File: src/logic/i2c_link_pkg.sv
`default_nettype none

package i2c_link_pkg;

    // one byte on the bus
    typedef logic [7:0] i2c_byte_t;

    // ball vertical coordinate from the game
    typedef logic [9:0] ball_pos_t;

    // ball vertical speed
    typedef logic [7:0] ball_speed_t;

    // one-hot status display
    typedef logic [7:0] led_t;

    // peer board address, write bit included
    localparam i2c_byte_t slave_addr = 8'haa;

    // clk cycles per quarter of an SCL period
    localparam int unsigned quarter_bit_clocks = 4;

    // frame sequencer states
    typedef enum logic [2:0] {
        idle,
        start_wait,
        wait_ready,
        send_data,
        stop,
        done
    } seq_state_t;

endpackage

`default_nettype wire

File: src/logic/ball_frame_sequencer.sv
`default_nettype none

module ball_frame_sequencer (
    input  logic                      clk,
    input  logic                      reset,
    input  logic                      ball_send_trigger,
    input  i2c_link_pkg::ball_pos_t   ball_y,
    input  i2c_link_pkg::ball_speed_t ball_vy,
    input  logic                      is_ball_moving_left,
    input  logic                      ready,
    input  logic                      tx_done,
    output logic                      start,
    output logic                      stop,
    output logic                      i2c_en,
    output i2c_link_pkg::i2c_byte_t   tx_data,
    output logic                      is_transfer,
    output i2c_link_pkg::led_t        intf_led
);

    import i2c_link_pkg::*;

    seq_state_t state;
    seq_state_t state_next;

    // bytes completed on the bus, address included
    logic [2:0] byte_cnt;
    logic [2:0] byte_cnt_next;
    logic       capture;

    // ball state frozen at the trigger
    i2c_byte_t y_hi_byte;
    i2c_byte_t y_lo_byte;
    i2c_byte_t vy_byte;

    always_ff @(posedge clk or posedge reset) begin
        if (reset) begin
            state    <= idle;
            byte_cnt <= '0;
        end else begin
            state    <= state_next;
            byte_cnt <= byte_cnt_next;
        end
    end

    always_ff @(posedge clk) begin
        if (capture) begin
            y_hi_byte <= {ball_y[9:8], 6'b00_0000};
            y_lo_byte <= ball_y[7:0];
            vy_byte   <= ball_vy;
        end
    end

    // next byte to offer, picked by how many are already out
    always_comb begin
        case (byte_cnt)
            3'd1:    tx_data = y_hi_byte;
            3'd2:    tx_data = y_lo_byte;
            3'd3:    tx_data = vy_byte;
            default: tx_data = slave_addr;
        endcase
    end

    always_comb begin
        state_next    = state;
        byte_cnt_next = byte_cnt;
        capture       = 1'b0;
        start         = 1'b0;
        stop          = 1'b0;
        i2c_en        = 1'b0;
        is_transfer   = 1'b1;
        intf_led      = 8'h00;

        if (tx_done) begin
            byte_cnt_next = byte_cnt + 3'd1;
        end

        case (state)
            idle: begin
                is_transfer = 1'b0;
                // master must be fully free, so a trigger during an abort stop is dropped
                if (ball_send_trigger && ready) begin
                    start         = 1'b1;
                    i2c_en        = 1'b1;
                    capture       = 1'b1;
                    byte_cnt_next = '0;
                    state_next    = start_wait;
                end
            end

            start_wait: begin
                start  = 1'b1;
                i2c_en = 1'b1;
                if (!ready) begin
                    state_next = wait_ready;
                end
            end

            wait_ready: begin
                intf_led = 8'h01;
                // held high while the master is busy, a drop means abandon
                i2c_en   = 1'b1;
                stop     = (byte_cnt == 3'd4);
                if (ready) begin
                    if (byte_cnt == 3'd4) begin
                        state_next = i2c_link_pkg::stop;
                    end else begin
                        state_next = send_data;
                    end
                end
            end

            send_data: begin
                intf_led = 8'h04;
                i2c_en   = 1'b1;
                if (!ready) begin
                    state_next = wait_ready;
                end
            end

            i2c_link_pkg::stop: begin
                intf_led = 8'h08;
                // STOP already accepted, wait until it is on the bus
                if (ready) begin
                    state_next = done;
                end
            end

            done: begin
                intf_led    = 8'h10;
                is_transfer = 1'b0;
                state_next  = idle;
            end

            default: begin
                state_next = idle;
            end
        endcase

        // ball heading away, give up the frame
        if (is_ball_moving_left) begin
            state_next = idle;
            start      = 1'b0;
            stop       = 1'b0;
            i2c_en     = 1'b0;
            capture    = 1'b0;
        end
    end

endmodule

`default_nettype wire

File: src/logic/i2c_byte_master.sv
`default_nettype none

module i2c_byte_master (
    input  logic                    clk,
    input  logic                    reset,
    input  logic                    i2c_en,
    input  logic                    start,
    input  logic                    stop,
    input  i2c_link_pkg::i2c_byte_t tx_data,
    input  logic                    sda_in,
    output logic                    ready,
    output logic                    tx_done,
    output logic                    scl,
    output logic                    sda_drive_low
);

    import i2c_link_pkg::*;

    typedef logic [$clog2(quarter_bit_clocks)-1:0] quarter_cnt_t;

    typedef enum logic [1:0] {
        ph_idle,
        ph_start,
        ph_bit,
        ph_stop
    } phase_t;

    phase_t       phase;
    phase_t       phase_next;
    quarter_cnt_t q_cnt;
    quarter_cnt_t q_cnt_next;
    logic [1:0]   quarter;
    logic [1:0]   quarter_next;
    // 0..7 data, 8 is the acknowledge clock
    logic [3:0]   bit_idx;
    logic [3:0]   bit_next;
    logic         ready_next;
    // between START and STOP
    logic         bus_open;
    logic         open_next;
    logic         load;
    logic         step;
    logic         bit_end;
    logic         scl_level;
    logic         sda_low_level;

    i2c_byte_t shift_q;
    logic      sda_sample;

    assign step    = (phase != ph_idle) && (q_cnt == quarter_cnt_t'(quarter_bit_clocks - 1));
    assign bit_end = step && (quarter == 2'd3);

    always_comb begin
        phase_next   = phase;
        q_cnt_next   = q_cnt;
        quarter_next = quarter;
        bit_next     = bit_idx;
        ready_next   = ready;
        open_next    = bus_open;
        load         = 1'b0;
        tx_done      = 1'b0;

        if (phase != ph_idle) begin
            if (step) begin
                q_cnt_next   = '0;
                quarter_next = quarter + 2'd1;
            end else begin
                q_cnt_next = q_cnt + 1'b1;
            end
        end

        case (phase)
            ph_idle: begin
                if (i2c_en) begin
                    ready_next   = 1'b0;
                    q_cnt_next   = '0;
                    quarter_next = 2'd0;
                    if (start) begin
                        phase_next = ph_start;
                        open_next  = 1'b1;
                    end else if (stop) begin
                        phase_next = ph_stop;
                    end else begin
                        phase_next = ph_bit;
                        bit_next   = '0;
                        load       = 1'b1;
                    end
                end else if (bus_open) begin
                    // frame dropped between commands
                    ready_next   = 1'b0;
                    q_cnt_next   = '0;
                    quarter_next = 2'd0;
                    phase_next   = ph_stop;
                end
            end

            ph_start: begin
                if (bit_end) begin
                    if (i2c_en) begin
                        phase_next = ph_idle;
                        ready_next = 1'b1;
                    end else begin
                        phase_next = ph_stop;
                    end
                end
            end

            ph_bit: begin
                if (bit_end) begin
                    if (!i2c_en) begin
                        // finish this bit only, then close the frame
                        phase_next = ph_stop;
                    end else if (bit_idx == 4'd8) begin
                        phase_next = ph_idle;
                        ready_next = 1'b1;
                        tx_done    = 1'b1;
                    end else begin
                        bit_next = bit_idx + 4'd1;
                    end
                end
            end

            ph_stop: begin
                if (bit_end) begin
                    phase_next = ph_idle;
                    ready_next = 1'b1;
                    open_next  = 1'b0;
                end
            end

            default: begin
                phase_next = ph_idle;
            end
        endcase
    end

    // bus levels per quarter, idle holds whatever the last command left
    always_comb begin
        scl_level     = scl;
        sda_low_level = sda_drive_low;
        case (phase)
            ph_start: begin
                // SDA falls in q1 with SCL still high
                scl_level     = (quarter != 2'd3);
                sda_low_level = (quarter != 2'd0);
            end
            ph_bit: begin
                scl_level     = (quarter == 2'd1) || (quarter == 2'd2);
                sda_low_level = (bit_idx != 4'd8) && !shift_q[7];
            end
            ph_stop: begin
                // SDA rises in q2 with SCL high
                scl_level     = (quarter != 2'd0);
                sda_low_level = (quarter == 2'd0) || (quarter == 2'd1);
            end
            default: begin
            end
        endcase
    end

    always_ff @(posedge clk or posedge reset) begin
        if (reset) begin
            phase         <= ph_idle;
            q_cnt         <= '0;
            quarter       <= 2'd0;
            bit_idx       <= '0;
            ready         <= 1'b1;
            bus_open      <= 1'b0;
            scl           <= 1'b1;
            sda_drive_low <= 1'b0;
        end else begin
            phase         <= phase_next;
            q_cnt         <= q_cnt_next;
            quarter       <= quarter_next;
            bit_idx       <= bit_next;
            ready         <= ready_next;
            bus_open      <= open_next;
            scl           <= scl_level;
            sda_drive_low <= sda_low_level;
        end
    end

    // bus level shifts in behind the outgoing bits, ack lands there too
    always_ff @(posedge clk) begin
        if (load) begin
            shift_q <= tx_data;
        end else if (bit_end && (phase == ph_bit)) begin
            shift_q <= {shift_q[6:0], sda_sample};
        end
    end

    // sampled at the end of the SCL high time
    always_ff @(posedge clk) begin
        if (step && (quarter == 2'd2) && (phase == ph_bit)) begin
            sda_sample <= sda_in;
        end
    end

endmodule

`default_nettype wire

File: src/logic/pong_i2c_link.sv
`default_nettype none

module pong_i2c_link (
    input  logic                      clk,
    input  logic                      reset,
    input  logic                      ball_send_trigger,
    input  i2c_link_pkg::ball_pos_t   ball_y,
    input  i2c_link_pkg::ball_speed_t ball_vy,
    input  logic                      is_ball_moving_left,
    input  logic                      sda_in,
    output logic                      scl,
    output logic                      sda_drive_low,
    output logic                      is_transfer,
    output i2c_link_pkg::led_t        intf_led
);

    import i2c_link_pkg::*;

    // command path into the byte master
    logic      cmd_start;
    logic      cmd_stop;
    logic      cmd_en;
    i2c_byte_t cmd_data;

    // status back from the byte master
    logic      master_ready;
    logic      master_tx_done;

    ball_frame_sequencer ball_frame_sequencer_i (
        .clk                 (clk),
        .reset               (reset),
        .ball_send_trigger   (ball_send_trigger),
        .ball_y              (ball_y),
        .ball_vy             (ball_vy),
        .is_ball_moving_left (is_ball_moving_left),
        .ready               (master_ready),
        .tx_done             (master_tx_done),
        .start               (cmd_start),
        .stop                (cmd_stop),
        .i2c_en              (cmd_en),
        .tx_data             (cmd_data),
        .is_transfer         (is_transfer),
        .intf_led            (intf_led)
    );

    i2c_byte_master i2c_byte_master_i (
        .clk           (clk),
        .reset         (reset),
        .i2c_en        (cmd_en),
        .start         (cmd_start),
        .stop          (cmd_stop),
        .tx_data       (cmd_data),
        .sda_in        (sda_in),
        .ready         (master_ready),
        .tx_done       (master_tx_done),
        .scl           (scl),
        .sda_drive_low (sda_drive_low)
    );

endmodule

`default_nettype wire

File: config.mk
export PLATFORM = sky130hd
export DESIGN_NAME = pong_i2c_link
export DESIGN_NICKNAME = d
export VERILOG_FILES = /design/src/logic/i2c_link_pkg.sv /design/src/logic/ball_frame_sequencer.sv /design/src/logic/i2c_byte_master.sv /design/src/logic/pong_i2c_link.sv
export SDC_FILE = /design/constraint.sdc
export NUM_CORES = 1
export LEC_CHECK = 0
export ABC_AREA = 1
export BUFFER_PORTS_ARGS = -buffer_cell sky130_fd_sc_hd__buf_2
export CORE_ASPECT_RATIO = 0.75
export CORE_MARGIN = 1.5
export CORE_UTILIZATION = 55
export CTS_CLUSTER_DIAMETER = 200
export DETAILED_ROUTE_END_ITERATION = 6
export PLACE_DENSITY_LB_ADDON = 0.25
export SLEW_MARGIN = 20
export SYNTH_ARGS = -nofsm -noshare
export SYNTH_HDL_FRONTEND = slang
export SYNTH_HIERARCHICAL = 1
export SYNTH_SLANG_ARGS = --single-unit
File: constraint.sdc
create_clock -name clk -period 4.8 [get_ports clk]
set_clock_uncertainty 0.2 [all_clocks]
set_input_delay 0 -clock clk [delete_from_list [all_inputs] [get_ports clk]]
set_output_delay 0 -clock clk [all_outputs]
set_load 0.02 [all_outputs]
# After elaboration in Yosys (flattened, before gate mapping)
# Cells that the tools add are included.
# word_totals
out_inout_bits	11
ff_bits	47
inputBits	23
# classes
reduce_logical	27
addsub	4
eq_ne	36
muxes	75
# op_table
cell	count
$mux 2	19
$mux 1	28
$mux 3	9
$mux 4	6
$pmux 8 s3	1
$pmux 5 s4	1
$mux 8	2
$ne 2x1->1 const B	7
$reduce_and 7->1	2
$eq 3x2->1 const B	4
$pmux 3 s4	1
$eq 2x2->1 const B	5
$ne 2x2->1 const B	5
$reduce_bool 2->1	5
$eq 3x3->1 const B	3
$ne 3x2->1 const B	3
$pmux 2 s4	1
$pmux 4 s2	1
$reduce_and 4->1	2
$logic_and 1x1->1	7
$eq 3x1->1 const B	2
$ne 3x3->1 const B	2
$pmux 1 s2	3
$pmux 1 s3	2
16 further kinds	21

# Logic depth before layout (Yosys ltp)
# logic_depth
depth_word	10
depth_mapped	12

# Hierarchy
# The synthesis kept the hierarchy.
# modules_own_cells
mod	cells_per_inst	area_each_um2	instances	seq_area_each_um2
i2c_byte_master	179	1437.6	1	623.1
ball_frame_sequencer	130	1237.4	1	690.7

# Worst setup path after synthesis
# Ideal clock, no wire load.
# synth_path
path_kind	register to register
start	reg ball_frame_sequencer_i.state[0]
end	reg ball_frame_sequencer_i.vy_byte[0] (enable)
arrival_ps	1627
setup_time_ps	392
setup_slack_ps	2580
stages_incl_launch_ff	6
cell_sequence	dfrtp_1 > nor2_2 > nand2_2 > inv_2 > nand3_4 > nor2_1
# synth_via
elab_chain_cells	3
# synth_rtl
item	line_no	rtl
start: declaration	ball_frame_sequencer.sv:22	seq_state_t state;
start signal: assignment	ball_frame_sequencer.sv:37	state <= idle;
start signal: assignment	ball_frame_sequencer.sv:40	state <= state_next;
$logic_not 3->1	ball_frame_sequencer.sv:77	case (state)
$mux 1	ball_frame_sequencer.sv:77	
$mux 1	ball_frame_sequencer.sv:140	if (is_ball_moving_left) begin
via ball_frame_sequencer_i.capture	ball_frame_sequencer.sv:28	logic capture;
end signal: assignment	ball_frame_sequencer.sv:49	vy_byte <= ball_vy;
end: declaration	ball_frame_sequencer.sv:33	i2c_byte_t vy_byte;
# The timed path passes the listed nets, and every way through them passes these cells.
# A chain may end at the register's enable or synchronous reset.

# Worst setup path after layout
# layout_path
start	reg i2c_byte_master_i.ready
end	reg ball_frame_sequencer_i.byte_cnt[2]
# layout_via
elab_chain_cells	10
# layout_rtl
item	line_no	rtl
start: declaration	i2c_byte_master.sv:11	output logic ready,
start signal: assignment	i2c_byte_master.sv:176	ready <= ready_next;
$logic_and 1x1->1 (*)	ball_frame_sequencer.sv:81	if (ball_send_trigger && ready) begin
$mux 1 (*)	ball_frame_sequencer.sv:81	
$pmux 1 s2 (*)	ball_frame_sequencer.sv:77	
$mux 1 (*)	ball_frame_sequencer.sv:140	
via cmd_en	pong_i2c_link.sv:22	logic cmd_en;
$mux 1 (*)	i2c_byte_master.sv:110	if (!i2c_en) begin
$mux 1 (*)	i2c_byte_master.sv:109	if (bit_end) begin
$mux 1 (*)	i2c_byte_master.sv:72	case (phase)
via master_tx_done	pong_i2c_link.sv:27	logic master_tx_done;
$mux 3 (*)	ball_frame_sequencer.sv:73	if (tx_done) begin
$mux 3	ball_frame_sequencer.sv:81	
$mux 3 (*)	ball_frame_sequencer.sv:77	
via ball_frame_sequencer_i.byte_cnt_next[2]	ball_frame_sequencer.sv:27	logic [2:0] byte_cnt_next;
end signal: assignment	ball_frame_sequencer.sv:41	byte_cnt <= byte_cnt_next;
end: declaration	ball_frame_sequencer.sv:26	logic [2:0] byte_cnt;
# Mark *: on every way through the listed nets, which the timed path passes. The rest lies on a longest branch.

==> results.json <==
{
  "status": "finished clean",
  "clock-root-buffer": "clkbuf_8",
  "synth_top_area_cell": "edfxtp_1",
  "rr_worst_depth": 10,
  "antenna_found_initial": 0,
  "synth_fa_ha_area_share_pct": 7.95,
  "detail_route.vias_per_cell": 5.15,
  "fin_cells": 422,
  "start_util_pct": 58.5,
  "dieHeight_um": 63.4,
  "synthDominantCellAreaShare_pct": 30.3,
  "hold_viol": 0,
  "dpl_worst_slack_ns": 2.48,
  "fillers": 364,
  "synth_top_family_by_area": "simple AND/OR/NAND/NOR gates",
  "hpwl_um": 3670,
  "die_w_um": 83.5,
  "holdWs_ns": 0.0698,
  "cts_tree": "yes",
  "dp.cells": 391,
  "n_antenna_cell": 0,
  "dr.pass1.iters": 4,
  "io_pins": 34,
  "worst_pin_slew_ns": 0.551,
  "crit_start": "i2c_byte_master_i/ready",
  "worstSetupEndpointType": "register",
  "tns_ns": 0,
  "cts_setup_buffers": 0,
  "synthTopCellsByArea": "edfxtp_1 (30%), dfrtp_1 (17%), nand2_1 (13%)",
  "grt_pass1_vias": 2097,
  "core_area_um2": 4570,
  "grt_max_degree": 19,
  "worstReg2RegEnd": "ball_frame_sequencer_i/byte_cnt[2]",
  "synth_mux_area_share_pct": 0,
  "powerDensity_nw_per_um2": 444,
  "max-clock-path-buffers": 2,
  "rsz0062_at_grt": "false",
  "gp_congestion": 0.886,
  "startpoint_type": "register",
  "yosysUniqueCellTypes": 35,
  "nets": 404,
  "setup_slack_ns": 2.44,
  "r2r_setup_slack_ns": 2.44,
  "reg2reg_from": "i2c_byte_master_i/ready",
  "portBuffers": 29,
  "cp_max_fo": 8,
  "wl_um": 5620,
  "numCtsBuffers": 5,
  "syn_area_um2": 2680,
  "min_path_type": "primary input to async pin",
  "maxCapViolations": 0,
  "fmax_mhz": 423,
  "synth-compound-area-share_pct": 8.00,
  "seq_area_um2": 1310,
  "cts.htree.levels": 2,
  "synth.avg_cell_area_um2": 8.66,
  "drtIter0Drc": 133,
  "clk_pin_slew_ns": 0.09,
  "multi_input_area_um2": 1130,
  "ys_seq_area_share_pct": 49.1,
  "critPathRequiredTime_ns": 4.81,
  "period_needed_ns": 2.36,
  "slew-limit-headroom_pct": 63.1,
  "synthTopCellsByCount": "nand2_1 (90), inv_1 (41), edfxtp_1 (27)",
  "syn_to_final_growth_pct": 18.8,
  "path_class": "register to register",
  "max-vdd-ir-drop_v": 0.000280,
  "arrival_ns": 2.37,
  "grt_usage_pct": 23.2,
  "synth_warnings": 6,
  "ys_async_sr_fraction_pct": 42.6,
  "wl_per_cell_um": 13.3,
  "total_power_mw": 1.41,
  "p_leak_nw": 1.49,
  "crit_end": "ball_frame_sequencer_i/byte_cnt[2]",
  "grt_pass1_wl_um": 9540,
  "clkSinkCount": 47,
  "maxSlewViolCount": 0,
  "drc": 0,
  "synthXorXnorAreaFrac_pct": 0.327,
  "ant_nets": 0,
  "ys.flop_type": "edfxtp_1",
  "core.rowCount": 21,
  "netlist_instances": 309,
  "grt.overflow.total": 0,
  "die-area_um2": 5300,
  "synth_edf_count": 27,
  "synth-simple-area-share_pct": 25.4,
  "setup_violations": 0,
  "drive_above_1_share_pct": 17.3,
  "clk_latency_ns": 0.31,
  "synth.most_common_cell": "nand2_1",
  "vias": 2172,
  "ys_ff_latch": 47,
  "finalCritPeriodShare_pct": 49.2
}
## metal layers
metal / track usage [%] / vias up / part of all wire [%]
met5: 0 / - / 0
met4: 7.79 / 0 / 2.1
met3: 4.85 / 14 / 4.1
met2: 39.2 / 54 / 48
met1: 30.0 / 1004 / 46
li1: - / 1100 / -
## report_power, final
part	switching, mW	total [mW]	internal [mW]
combinational	0.384	0.585	0.201
clock	0.150	0.258	0.108
sequential	0.0509	0.568	0.517
## state kept, by name, summed over array words and instances (netlist names)
register                          count
i2c_byte_master_i/ready               1
i2c_byte_master_i/q_cnt               2
ball_frame_sequencer_i/byte_cnt       3
ball_frame_sequencer_i/y_lo_byte      8
ball_frame_sequencer_i/vy_byte        8
i2c_byte_master_i/scl                 1
ball_frame_sequencer_i/y_hi_byte      2
i2c_byte_master_i/sda_sample          1
ball_frame_sequencer_i/state          3
i2c_byte_master_i/bit_idx             4
i2c_byte_master_i/shift_q             8
i2c_byte_master_i/quarter             2
i2c_byte_master_i/bus_open            1
i2c_byte_master_i/phase               2
i2c_byte_master_i/sda_drive_low       1
## area by class of cell
class	instances	share of cell area, %
repair buffers	54	12.3
multi-input cells	209	35.5
clock buffers	5	2.16
clock inverters	3	0.866
well taps	57	2.24
inverters	47	5.63
flip-flops and latches	47	41.3
## worst min path at each step
stage	from	endpoint	slack, ns	cells past startpoint
2_1_floorplan	reset	ball_frame_sequencer_i/byte_cnt[0]	-0.41	1
3_3_place_gp	reset	ball_frame_sequencer_i/state[1]	-0.25	2
3_5_place_dp	reset	ball_frame_sequencer_i/state[1]	-0.25	2
4_1_cts	reset	i2c_byte_master_i/phase[1]	0.1	3
5_1_grt	reset	i2c_byte_master_i/phase[1]	0.13	3
6_report	reset	i2c_byte_master_i/phase[1]	0.07	3
## critical path: stages (launching register included)
cell and delay, ns:
dfstp_2 0.61, nand2_1 0.09, a211oi_1 0.23, buf_4 0.21
inv_1 0.08, nor3_1 0.44, inv_1 0.15, nand2_1 0.08
o21ai_0 0.07, nand2_1 0.07, inv_1 0.03
## logic make-up (layout without fill, tap and decap cells)
logic type	after synthesis	count (layout)
AND/OR/NAND/NOR	152	152
adder cells (fa/ha/maj)	17	17
flip-flops	47	47
buffers and inverters	56	109
other	1	4
AO/OA/AOI/OAI	35	35
XOR/XNOR	1	1
## layout by cell type (no fill, tap or decap), types with 3 or more instances in the layout
master         netlist  final
nand2_1             90     90
inv_1               41     41
buf_2                1     29
edfxtp_1            27     27
nor2_1              25     25
dlygate4sd3_1        0     23
nand3_1             19     19
dfrtp_1             18     18
ha_1                17     17
o21ai_0             13     13
a21oi_1              8      8
inv_2                5      5
clkbuf_8             0      5
nand4_1              4      4
conb_1               1      4
nor2_2               3      3
nand2_2              3      3
o21ai_2              3      3
## stage by stage
step	instance area, µm²	util, %
CTS	3180	69.5
floorplan	2690	-
detailed placement	2850	62.4
global route	3180	69.5
finish	3180	69.5
global placement	2850	62.4
## what timing repair did
action | 4_1_cts | 5_1_grt
hold buffers | 23 | 0
gates resized for setup | 0 | 0
endpoints found under the hold margin | 45 | 0
Power figures use the tool's default switching activity.
